--- src/muldiv_cfg_pkg.sv ---
`default_nettype none

package muldiv_cfg_pkg;

    // Operand width of the core
    localparam int XLEN_DEFAULT = 32;

    localparam int TAG_W_DEFAULT = 4;  // Enough for the operations kept in flight

    // Cycles from a multiply start to mul_valid
    localparam int MUL_LATENCY = 2;

endpackage

`default_nettype wire

--- src/muldiv_ops_pkg.sv ---
`default_nettype none

package muldiv_ops_pkg;

    // Encoding follows funct3 of the M extension where bit 2 marks a divide
    typedef enum logic [2:0] {
        OP_MUL    = 3'b000,
        OP_MULH   = 3'b001,
        OP_MULHSU = 3'b010,
        OP_MULHU  = 3'b011,
        OP_DIV    = 3'b100,
        OP_DIVU   = 3'b101,
        OP_REM    = 3'b110,
        OP_REMU   = 3'b111
    } muldiv_op_t;

    function automatic logic is_div_op(input muldiv_op_t op);
        return op[2];
    endfunction

    function automatic logic op_is_unsigned(input muldiv_op_t op);
        return op inside {OP_DIVU, OP_REMU};
    endfunction

    function automatic logic op_wants_remainder(input muldiv_op_t op);
        return op inside {OP_REM, OP_REMU};
    endfunction

    function automatic logic op_wants_high(input muldiv_op_t op);
        return op inside {OP_MULH, OP_MULHSU, OP_MULHU};
    endfunction

    // The low word of MUL does not depend on operand signs
    function automatic logic op_rs1_signed(input muldiv_op_t op);
        return op inside {OP_MULH, OP_MULHSU};
    endfunction

    function automatic logic op_rs2_signed(input muldiv_op_t op);
        return op == OP_MULH;
    endfunction

endpackage

`default_nettype wire

--- src/clz.sv ---
`timescale 1ns/1ps
`default_nettype none

module clz #(
    parameter int XLEN = muldiv_cfg_pkg::XLEN_DEFAULT
) (
    input  wire  [XLEN-1:0]       clz_input,
    output logic [$clog2(XLEN):0] clz_out
);

    localparam int LG = $clog2(XLEN);

    // Node n of level l covers input bits [n*2^l +: 2^l]
    wire            all_zero   [LG+1][XLEN];
    wire [LG-1:0]   zero_count [LG+1][XLEN];

    for (genvar i = 0; i < XLEN; i++) begin : gen_leaf
        assign all_zero[0][i]   = ~clz_input[i];
        assign zero_count[0][i] = '0;
    end

    for (genvar l = 1; l <= LG; l++) begin : gen_level
        for (genvar n = 0; n < (XLEN >> l); n++) begin : gen_node
            assign all_zero[l][n] = all_zero[l-1][2*n+1] & all_zero[l-1][2*n];

            // An empty upper half adds its full width to the lower half's count
            assign zero_count[l][n] = all_zero[l-1][2*n+1]
                                    ? (zero_count[l-1][2*n] | LG'(1 << (l - 1)))
                                    : zero_count[l-1][2*n+1];
        end
    end

    assign clz_out = all_zero[LG][0] ? (LG + 1)'(XLEN) : {1'b0, zero_count[LG][0]};

endmodule

`default_nettype wire

--- src/div_unit.sv ---
`timescale 1ns/1ps
`default_nettype none

module div_unit #(
    parameter int XLEN  = muldiv_cfg_pkg::XLEN_DEFAULT,
    parameter int TAG_W = muldiv_cfg_pkg::TAG_W_DEFAULT
) (
    input  wire                              clk,
    input  wire                              rst,
    input  wire                              start,
    input  wire  muldiv_ops_pkg::muldiv_op_t op,
    input  wire  [TAG_W-1:0]                 tag,
    input  wire  [XLEN-1:0]                  dividend,
    input  wire  [XLEN-1:0]                  divisor,
    input  wire                              result_taken,
    output logic                             busy,
    output logic                             done,
    output logic [XLEN-1:0]                  result,
    output logic [TAG_W-1:0]                 result_tag
);

    import muldiv_ops_pkg::*;

    localparam int CLZ_W = $clog2(XLEN) + 1;
    localparam int CNT_W = CLZ_W - 2;  // Holds half of the largest CLZ difference

    logic             signed_op;
    logic             dividend_neg;
    logic             divisor_neg;
    logic             div_by_zero;
    logic [XLEN-1:0]  abs_dividend;
    logic [XLEN-1:0]  abs_divisor;
    logic [CLZ_W-1:0] dividend_clz;
    logic [CLZ_W-1:0] divisor_clz;
    logic [CLZ_W:0]   clz_diff;
    logic             divisor_larger;
    logic             early_finish;

    logic [XLEN-1:0]  shifted_divisor;
    logic [XLEN-1:0]  quotient;
    logic [XLEN-1:0]  remainder;
    logic [XLEN+1:0]  sub_2x;
    logic [XLEN+1:0]  sub_1x;
    logic [1:0]       quotient_bits;
    logic [CNT_W-1:0] cycles_remaining;
    logic [CNT_W-1:0] cycles_next;
    logic             terminate;
    logic             running;
    logic             finish_q;

    logic             negate_quotient;
    logic             negate_remainder;
    logic             wants_remainder;
    logic [XLEN-1:0]  quotient_out;
    logic [XLEN-1:0]  remainder_out;

    function automatic logic [XLEN-1:0] negate_if(input logic [XLEN-1:0] value,
                                                   input logic neg);
        return neg ? (~value + 1'b1) : value;
    endfunction

    assign signed_op    = ~op_is_unsigned(op);
    assign dividend_neg = signed_op & dividend[XLEN-1];
    assign divisor_neg  = signed_op & divisor[XLEN-1];
    assign div_by_zero  = ~|divisor;
    assign abs_dividend = negate_if(dividend, dividend_neg);
    assign abs_divisor  = negate_if(divisor, divisor_neg);

    clz #(
        .XLEN(XLEN)
    ) dividend_clz_i (
        .clz_input(abs_dividend),
        .clz_out  (dividend_clz)
    );

    clz #(
        .XLEN(XLEN)
    ) divisor_clz_i (
        .clz_input(abs_divisor),
        .clz_out  (divisor_clz)
    );

    // A borrow means the divisor has a higher top bit than the dividend
    assign clz_diff       = {1'b0, divisor_clz} - {1'b0, dividend_clz};
    assign divisor_larger = clz_diff[CLZ_W];
    assign early_finish   = divisor_larger | div_by_zero;

    // Trial subtraction of 2d, then of d from whichever partial result is valid
    assign sub_2x = {2'b00, remainder} - {1'b0, shifted_divisor, 1'b0};
    assign sub_1x = sub_2x[XLEN+1] ? sub_2x + {2'b00, shifted_divisor}
                                   : sub_2x - {2'b00, shifted_divisor};
    assign quotient_bits = {~sub_2x[XLEN+1], ~sub_1x[XLEN+1]};

    assign {terminate, cycles_next} = {1'b0, cycles_remaining} - 1'b1;

    always_ff @(posedge clk) begin
        if (start) begin
            // An odd CLZ difference rounds down so each step retires a bit pair
            shifted_divisor  <= abs_divisor << {clz_diff[CLZ_W-2:1], 1'b0};
            cycles_remaining <= clz_diff[CLZ_W-2:1];
            quotient         <= div_by_zero ? '1 : '0;
            remainder        <= abs_dividend;
            negate_quotient  <= signed_op & (dividend[XLEN-1] ^ divisor[XLEN-1]) & ~div_by_zero;
            negate_remainder <= dividend_neg;  // Remainder takes the dividend's sign
            wants_remainder  <= op_wants_remainder(op);
            result_tag       <= tag;
        end else if (running) begin
            shifted_divisor  <= shifted_divisor >> 2;
            cycles_remaining <= cycles_next;
            quotient         <= {quotient[XLEN-3:0], quotient_bits};
            if (|quotient_bits) begin  // A zero pair leaves the remainder as it was
                remainder <= sub_1x[XLEN+1] ? sub_2x[XLEN-1:0] : sub_1x[XLEN-1:0];
            end
        end
    end

    always_ff @(posedge clk) begin
        if (rst) begin
            running  <= 1'b0;
            finish_q <= 1'b0;
            done     <= 1'b0;
            busy     <= 1'b0;
        end else begin
            running  <= (running & ~terminate) | (start & ~early_finish);
            finish_q <= (running & terminate) | (start & early_finish);
            if (finish_q) begin
                done <= 1'b1;
            end else if (result_taken) begin
                done <= 1'b0;
            end
            if (start) begin
                busy <= 1'b1;
            end else if (result_taken) begin
                busy <= 1'b0;
            end
        end
    end

    assign quotient_out  = negate_if(quotient, negate_quotient);
    assign remainder_out = negate_if(remainder, negate_remainder);

    // The result register keeps its value until the next finish
    always_ff @(posedge clk) begin
        if (finish_q) begin
            result <= wants_remainder ? remainder_out : quotient_out;
        end
    end

endmodule

`default_nettype wire

--- src/mul_unit.sv ---
`timescale 1ns/1ps
`default_nettype none

module mul_unit #(
    parameter int XLEN  = muldiv_cfg_pkg::XLEN_DEFAULT,
    parameter int TAG_W = muldiv_cfg_pkg::TAG_W_DEFAULT
) (
    input  wire                              clk,
    input  wire                              rst,
    input  wire                              start,
    input  wire  muldiv_ops_pkg::muldiv_op_t op,
    input  wire  [TAG_W-1:0]                 tag,
    input  wire  [XLEN-1:0]                  rs1,
    input  wire  [XLEN-1:0]                  rs2,
    output logic                             valid,
    output logic [XLEN-1:0]                  result,
    output logic [TAG_W-1:0]                 result_tag
);

    import muldiv_ops_pkg::*;

    logic signed [XLEN:0]      rs1_ext;
    logic signed [XLEN:0]      rs2_ext;
    logic signed [2*XLEN+1:0]  full_product;

    logic                      stage1_valid;
    logic                      stage1_high;
    logic [TAG_W-1:0]          stage1_tag;
    logic [2*XLEN-1:0]         stage1_product;

    // One extra bit lets a single signed multiplier serve all sign mixes
    assign rs1_ext = {op_rs1_signed(op) & rs1[XLEN-1], rs1};
    assign rs2_ext = {op_rs2_signed(op) & rs2[XLEN-1], rs2};
    assign full_product = rs1_ext * rs2_ext;

    always_ff @(posedge clk) begin
        if (rst) begin
            stage1_valid <= 1'b0;
            valid        <= 1'b0;
        end else begin
            stage1_valid <= start;
            valid        <= stage1_valid;
        end
    end

    always_ff @(posedge clk) begin
        if (start) begin
            stage1_product <= full_product[2*XLEN-1:0];
            stage1_high    <= op_wants_high(op);
            stage1_tag     <= tag;
        end
        if (stage1_valid) begin
            result     <= stage1_high ? stage1_product[2*XLEN-1:XLEN]
                                      : stage1_product[XLEN-1:0];
            result_tag <= stage1_tag;
        end
    end

endmodule

`default_nettype wire

--- src/muldiv_result_merge.sv ---
`timescale 1ns/1ps
`default_nettype none

module muldiv_result_merge #(
    parameter int XLEN  = muldiv_cfg_pkg::XLEN_DEFAULT,
    parameter int TAG_W = muldiv_cfg_pkg::TAG_W_DEFAULT
) (
    input  wire               clk,
    input  wire               rst,
    input  wire               mul_valid,
    input  wire  [XLEN-1:0]   mul_result,
    input  wire  [TAG_W-1:0]  mul_tag,
    input  wire               div_done,
    input  wire  [XLEN-1:0]   div_result,
    input  wire  [TAG_W-1:0]  div_tag,
    output logic              result_taken,
    output logic              result_valid,
    output logic [XLEN-1:0]   result,
    output logic [TAG_W-1:0]  result_tag
);

    // The multiplier cannot stall, so the divider waits out a collision
    assign result_taken = div_done & ~mul_valid;

    always_ff @(posedge clk) begin
        if (rst) begin
            result_valid <= 1'b0;
        end else begin
            result_valid <= mul_valid | div_done;
        end
    end

    always_ff @(posedge clk) begin
        if (mul_valid) begin
            result     <= mul_result;
            result_tag <= mul_tag;
        end else if (div_done) begin
            result     <= div_result;  // Held by the divider until taken
            result_tag <= div_tag;
        end
    end

endmodule

`default_nettype wire

--- src/muldiv_unit.sv ---
`timescale 1ns/1ps
`default_nettype none

module muldiv_unit #(
    parameter int XLEN  = muldiv_cfg_pkg::XLEN_DEFAULT,
    parameter int TAG_W = muldiv_cfg_pkg::TAG_W_DEFAULT
) (
    input  wire                              clk,
    input  wire                              rst,
    input  wire                              start,
    input  wire  muldiv_ops_pkg::muldiv_op_t op,
    input  wire  [TAG_W-1:0]                 tag,
    input  wire  [XLEN-1:0]                  rs1,
    input  wire  [XLEN-1:0]                  rs2,
    output logic                             div_busy,
    output logic                             result_valid,
    output logic [XLEN-1:0]                  result,
    output logic [TAG_W-1:0]                 result_tag
);

    import muldiv_ops_pkg::*;

    logic             mul_start;
    logic             div_start;
    logic             mul_valid;
    logic [XLEN-1:0]  mul_result;
    logic [TAG_W-1:0] mul_tag;
    logic             div_done;
    logic [XLEN-1:0]  div_result;
    logic [TAG_W-1:0] div_tag;
    logic             result_taken;

    // Both engines see the operands but only one of them gets the strobe
    assign mul_start = start & ~is_div_op(op);
    assign div_start = start & is_div_op(op);

    mul_unit #(
        .XLEN (XLEN),
        .TAG_W(TAG_W)
    ) mul_unit_i (
        .clk       (clk),
        .rst       (rst),
        .start     (mul_start),
        .op        (op),
        .tag       (tag),
        .rs1       (rs1),
        .rs2       (rs2),
        .valid     (mul_valid),
        .result    (mul_result),
        .result_tag(mul_tag)
    );

    div_unit #(
        .XLEN (XLEN),
        .TAG_W(TAG_W)
    ) div_unit_i (
        .clk         (clk),
        .rst         (rst),
        .start       (div_start),
        .op          (op),
        .tag         (tag),
        .dividend    (rs1),
        .divisor     (rs2),
        .result_taken(result_taken),
        .busy        (div_busy),
        .done        (div_done),
        .result      (div_result),
        .result_tag  (div_tag)
    );

    muldiv_result_merge #(
        .XLEN (XLEN),
        .TAG_W(TAG_W)
    ) result_merge_i (
        .clk         (clk),
        .rst         (rst),
        .mul_valid   (mul_valid),
        .mul_result  (mul_result),
        .mul_tag     (mul_tag),
        .div_done    (div_done),
        .div_result  (div_result),
        .div_tag     (div_tag),
        .result_taken(result_taken),
        .result_valid(result_valid),
        .result      (result),
        .result_tag  (result_tag)
    );

endmodule

`default_nettype wire

--- config.mk ---
export PLATFORM = sky130hd
export DESIGN_NAME = muldiv_unit
export DESIGN_NICKNAME = d
export VERILOG_FILES = /design/src/muldiv_cfg_pkg.sv /design/src/muldiv_ops_pkg.sv /design/src/clz.sv /design/src/div_unit.sv /design/src/mul_unit.sv /design/src/muldiv_result_merge.sv /design/src/muldiv_unit.sv
export SDC_FILE = /design/constraint.sdc
export NUM_CORES = 2
export LEC_CHECK = 0
export BUFFER_PORTS_ARGS = -buffer_cell sky130_fd_sc_hd__buf_2
export CAP_MARGIN = 20
export CORE_MARGIN = 2
export CORE_UTILIZATION = 65
export CTS_BUF_LIST = sky130_fd_sc_hd__clkbuf_8
export CTS_CLUSTER_SIZE = 8
export DETAILED_ROUTE_END_ITERATION = 10
export PLACE_DENSITY = 0.89
export SETUP_SLACK_MARGIN = 0.3
export SLEW_MARGIN = 20
export SYNTH_ARGS = -nofsm -noshare
export SYNTH_HDL_FRONTEND = slang
export SYNTH_SLANG_ARGS = --single-unit
--- constraint.sdc ---
create_clock -name clk -period 15.51 [get_ports clk]
set_clock_uncertainty 0.15 [all_clocks]
set_input_delay 2.3265 -clock clk [delete_from_list [all_inputs] [get_ports clk]]
set_output_delay 2.3265 -clock clk [all_outputs]
set_load 0.1 [all_outputs]
==> results.sh <==
export IMPL_antenna_found_initial=11
export IMPL_dp_hpwl_um=130400
export IMPL_cts_hold_fix_buffers=0
export IMPL_drt_iter0_drc=5348
export IMPL_rsz0062_at_grt="false"
export IMPL_cts_tree="yes"
export IMPL_start_util_pct=65.58
export IMPL_h_tree_depth=2
export IMPL_synth_enable_flop_cells=280
export IMPL_final_hold_violation_count=0
export IMPL_yosysTopAreaCellShare_pct=38.25
export IMPL_synth_largest_area_cell="fa_1"
export IMPL_preCtsSetupSlack_ns=3.627
export IMPL_path_buf_inv=7
export IMPL_critPathKind="input pin to register"
export IMPL_cp_end_kind="register"
export IMPL_grt_pass1_wl_um=276800
export IMPL_ctsResizeCount=0
export IMPL_ys_top_cells_by_area="fa_1 38%, edfxtp_1 14%, inv_1 7.8%"
export IMPL_cts_root_buf="clkbuf_8"
export IMPL_ys_async_sr_fraction_pct=0
export IMPL_finalSetupTns_ns=0
export IMPL_gr_usage_all_layers_pct=38.42
export IMPL_die_x_um=305.4
export IMPL_setup_viol=0
export IMPL_required_ns=15.78
export IMPL_numCtsBuffers=51
export IMPL_cp_max_fo=37
export IMPL_wl_um=176600
export IMPL_fp_row_count=110
export IMPL_die_h_um=305.4
export IMPL_critPathMostFrequentCell="fa_1"
export IMPL_reg2reg_slack_ns=5.85
export IMPL_fin_crit_sh_pct=74.07
export IMPL_reg2reg_depth=28
export IMPL_ios=112
export IMPL_yosysSeqAreaShare_pct=14.48
export IMPL_grt_start_max_net_pins=65
export IMPL_layout_drive_gt1_share_pct=6.179
export IMPL_synth_warnings=0
export IMPL_synth_most_common_cell="inv_1"
export IMPL_clock_latency_ns=0.67
export IMPL_critPathSlowestCell="buf_2"
export IMPL_gr_total_overflow=0
export IMPL_timing_rr_end="div_unit_i.remainder[28]$_DFFE_PP_"
export IMPL_viasPerCell=6.340
export IMPL_syn_area_per_cell_um2=9.155
export IMPL_cp_endpoint="mul_unit_i.stage1_product[63]$_DFFE_PP_"
export IMPL_syn2layout_area_growth_pct=3.661
export IMPL_first_global_vias=50780
export IMPL_netlist_area_um2=59030
export IMPL_fill_cells=6410
export IMPL_syn_nets=7939
export IMPL_tightest_slew_ns=1.245
export IMPL_dr_pass1_iters=9
export IMPL_ant_nets=0
export IMPL_postSynthCellCount=6448
export IMPL_multiInputGateArea_um2=44470
export IMPL_cts_sinks=287
export IMPL_core_area_um2=90010
export IMPL_fin_crit_ns=11.49
export IMPL_die_area_um2=93240
export IMPL_r2r_start="div_unit_i.remainder[1]$_DFFE_PP_"
export IMPL_io_buffers=111
export IMPL_critPathLaunchType="input pin"
export IMPL_ys_flop_type="edfxtp_1"
export IMPL_crit_family="adder cells"
export IMPL_finish_net_count=7795
export IMPL_hold_class="register to register"
export IMPL_synth_seq_cells=287
export IMPL_synth_common_cells="1234 x inv_1, 1128 x fa_1, 976 x nand2_1"
export IMPL_postCtsSetupRepairBufs=0
export IMPL_gp_congestion=0.9978
export IMPL_route_vias_total=47710
export IMPL_post_route_drc_count=0
export IMPL_startpoint="rs1[31]"
export IMPL_final_setup_worst_slack_ns=4.021
export IMPL_register_area_um2=8548
export IMPL_clkTransAtPathRegs_ns=0.06
export IMPL_critPathMaxStageDelay_ns=0.77
export IMPL_clockBufferDepth=3
export IMPL_drv_slew=0
export IMPL_cap_violations=0
export IMPL_worstSetupPathDepth=28
export IMPL_synth_cell_type_count=98
export IMPL_arrival_ns=11.75
export IMPL_post_drt_wl_per_cell_um=23.47
export IMPL_fmax_mhz=87.04
export IMPL_slew_headroom_pct=17.01
export IMPL_outcome="finished, final reports clean"
## layout by cell type, fill, tap and decap left out, types with 33 or more instances in the layout
cell type,n
or4_1,33
nor3_1,63
o31ai_1,42
mux2i_1,75
o21ai_0,145
and2_1,332
buf_4,64
fa_1,1128
a21oi_1,212
nand3_1,58
buf_2,110
mux2_2,72
xnor2_1,184
nor2_1,248
xor2_1,76
a21o_1,61
ha_1,289
inv_1,1252
clkbuf_8,54
a31oi_1,46
edfxtp_1,280
nand2_1,973
## cells by family (layout without fill, tap and decap cells)
kind of cell	count (synthesis)	count (layout)	share of synthesized area, %
and+or+nand+nor	1955	1955	15.71
buffers and inverters	1607	1503	10.31
adders and majority gates	1417	1417	44.38
AOI/OAI and AO/OA	771	771	8.561
DFF	287	287	14.48
xor gates and xnor gates	264	264	3.917
muxes	147	147	2.645
other	0	6	0
## flip-flops by register name (all words and copies together), names as in the netlist, 4 cells and up
| register | cells |
|---|---|
| mul_unit_i.stage1_product | 64 |
| div_unit_i.quotient | 32 |
| div_unit_i.remainder | 32 |
| div_unit_i.result | 32 |
| div_unit_i.shifted_divisor | 32 |
| mul_unit_i.result | 32 |
| result_merge_i.result | 32 |
| div_unit_i.cycles_remaining | 4 |
| div_unit_i.result_tag | 4 |
| mul_unit_i.result_tag | 4 |
| mul_unit_i.stage1_tag | 4 |
| result_merge_i.result_tag | 4 |
## per-stage QoR
stage	util, %	hold WS, ns	std cells	area (um2)
after floorplan	-	0.2503	6448	59030
after CTS	67.95	0.2691	7520	61160
after global placement	66.82	0.2530	7427	60140
after detailed placement	66.82	0.2556	7427	60140
final	67.98	0.2723	7526	61190
after global routing	67.97	0.2783	7523	61180
## per-layer routing
metal / global-route usage (%) / routed length [um]
met4: 23.82 / 13570
met2: 61.58 / 81370
met5: 0 / 13
met3: 8.687 / 21980
met1: 47.59 / 59690
## how the worst min path moves through the flow
| stage | from | to | slack (ns) | cells past startpoint |
|---|---|---|---|---|
| after global routing | mul_unit_i.stage1_tag[2]$_DFFE_PP_ | mul_unit_i.result_tag[2]$_DFFE_PP_ | 0.28 | 0 |
| after global placement | mul_unit_i.stage1_tag[1]$_DFFE_PP_ | mul_unit_i.result_tag[1]$_DFFE_PP_ | 0.25 | 0 |
| after CTS | mul_unit_i.stage1_tag[2]$_DFFE_PP_ | mul_unit_i.result_tag[2]$_DFFE_PP_ | 0.27 | 0 |
| after floorplan | mul_unit_i.stage1_tag[0]$_DFFE_PP_ | mul_unit_i.result_tag[0]$_DFFE_PP_ | 0.25 | 0 |
| after detailed placement | mul_unit_i.stage1_tag[2]$_DFFE_PP_ | mul_unit_i.result_tag[2]$_DFFE_PP_ | 0.26 | 0 |
| final | mul_unit_i.stage1_tag[2]$_DFFE_PP_ | mul_unit_i.result_tag[2]$_DFFE_PP_ | 0.27 | 0 |
## layout make-up
| cell class | instances | area share (%) |
|---|---|---|
| clock inverter | 39 | 0.4498 |
| multi-input combinational | 4554 | 72.67 |
| antenna | 6 | 0.02454 |
| inverter | 1236 | 7.582 |
| sequential | 287 | 13.97 |
| tap | 1176 | 2.405 |
| clock buffer | 54 | 1.215 |
| timing repair buffer | 174 | 1.685 |
Power is left out: the tool's default activity adds up to more than one toggle a clock period on the data nets, which glitch-free logic cannot reach.
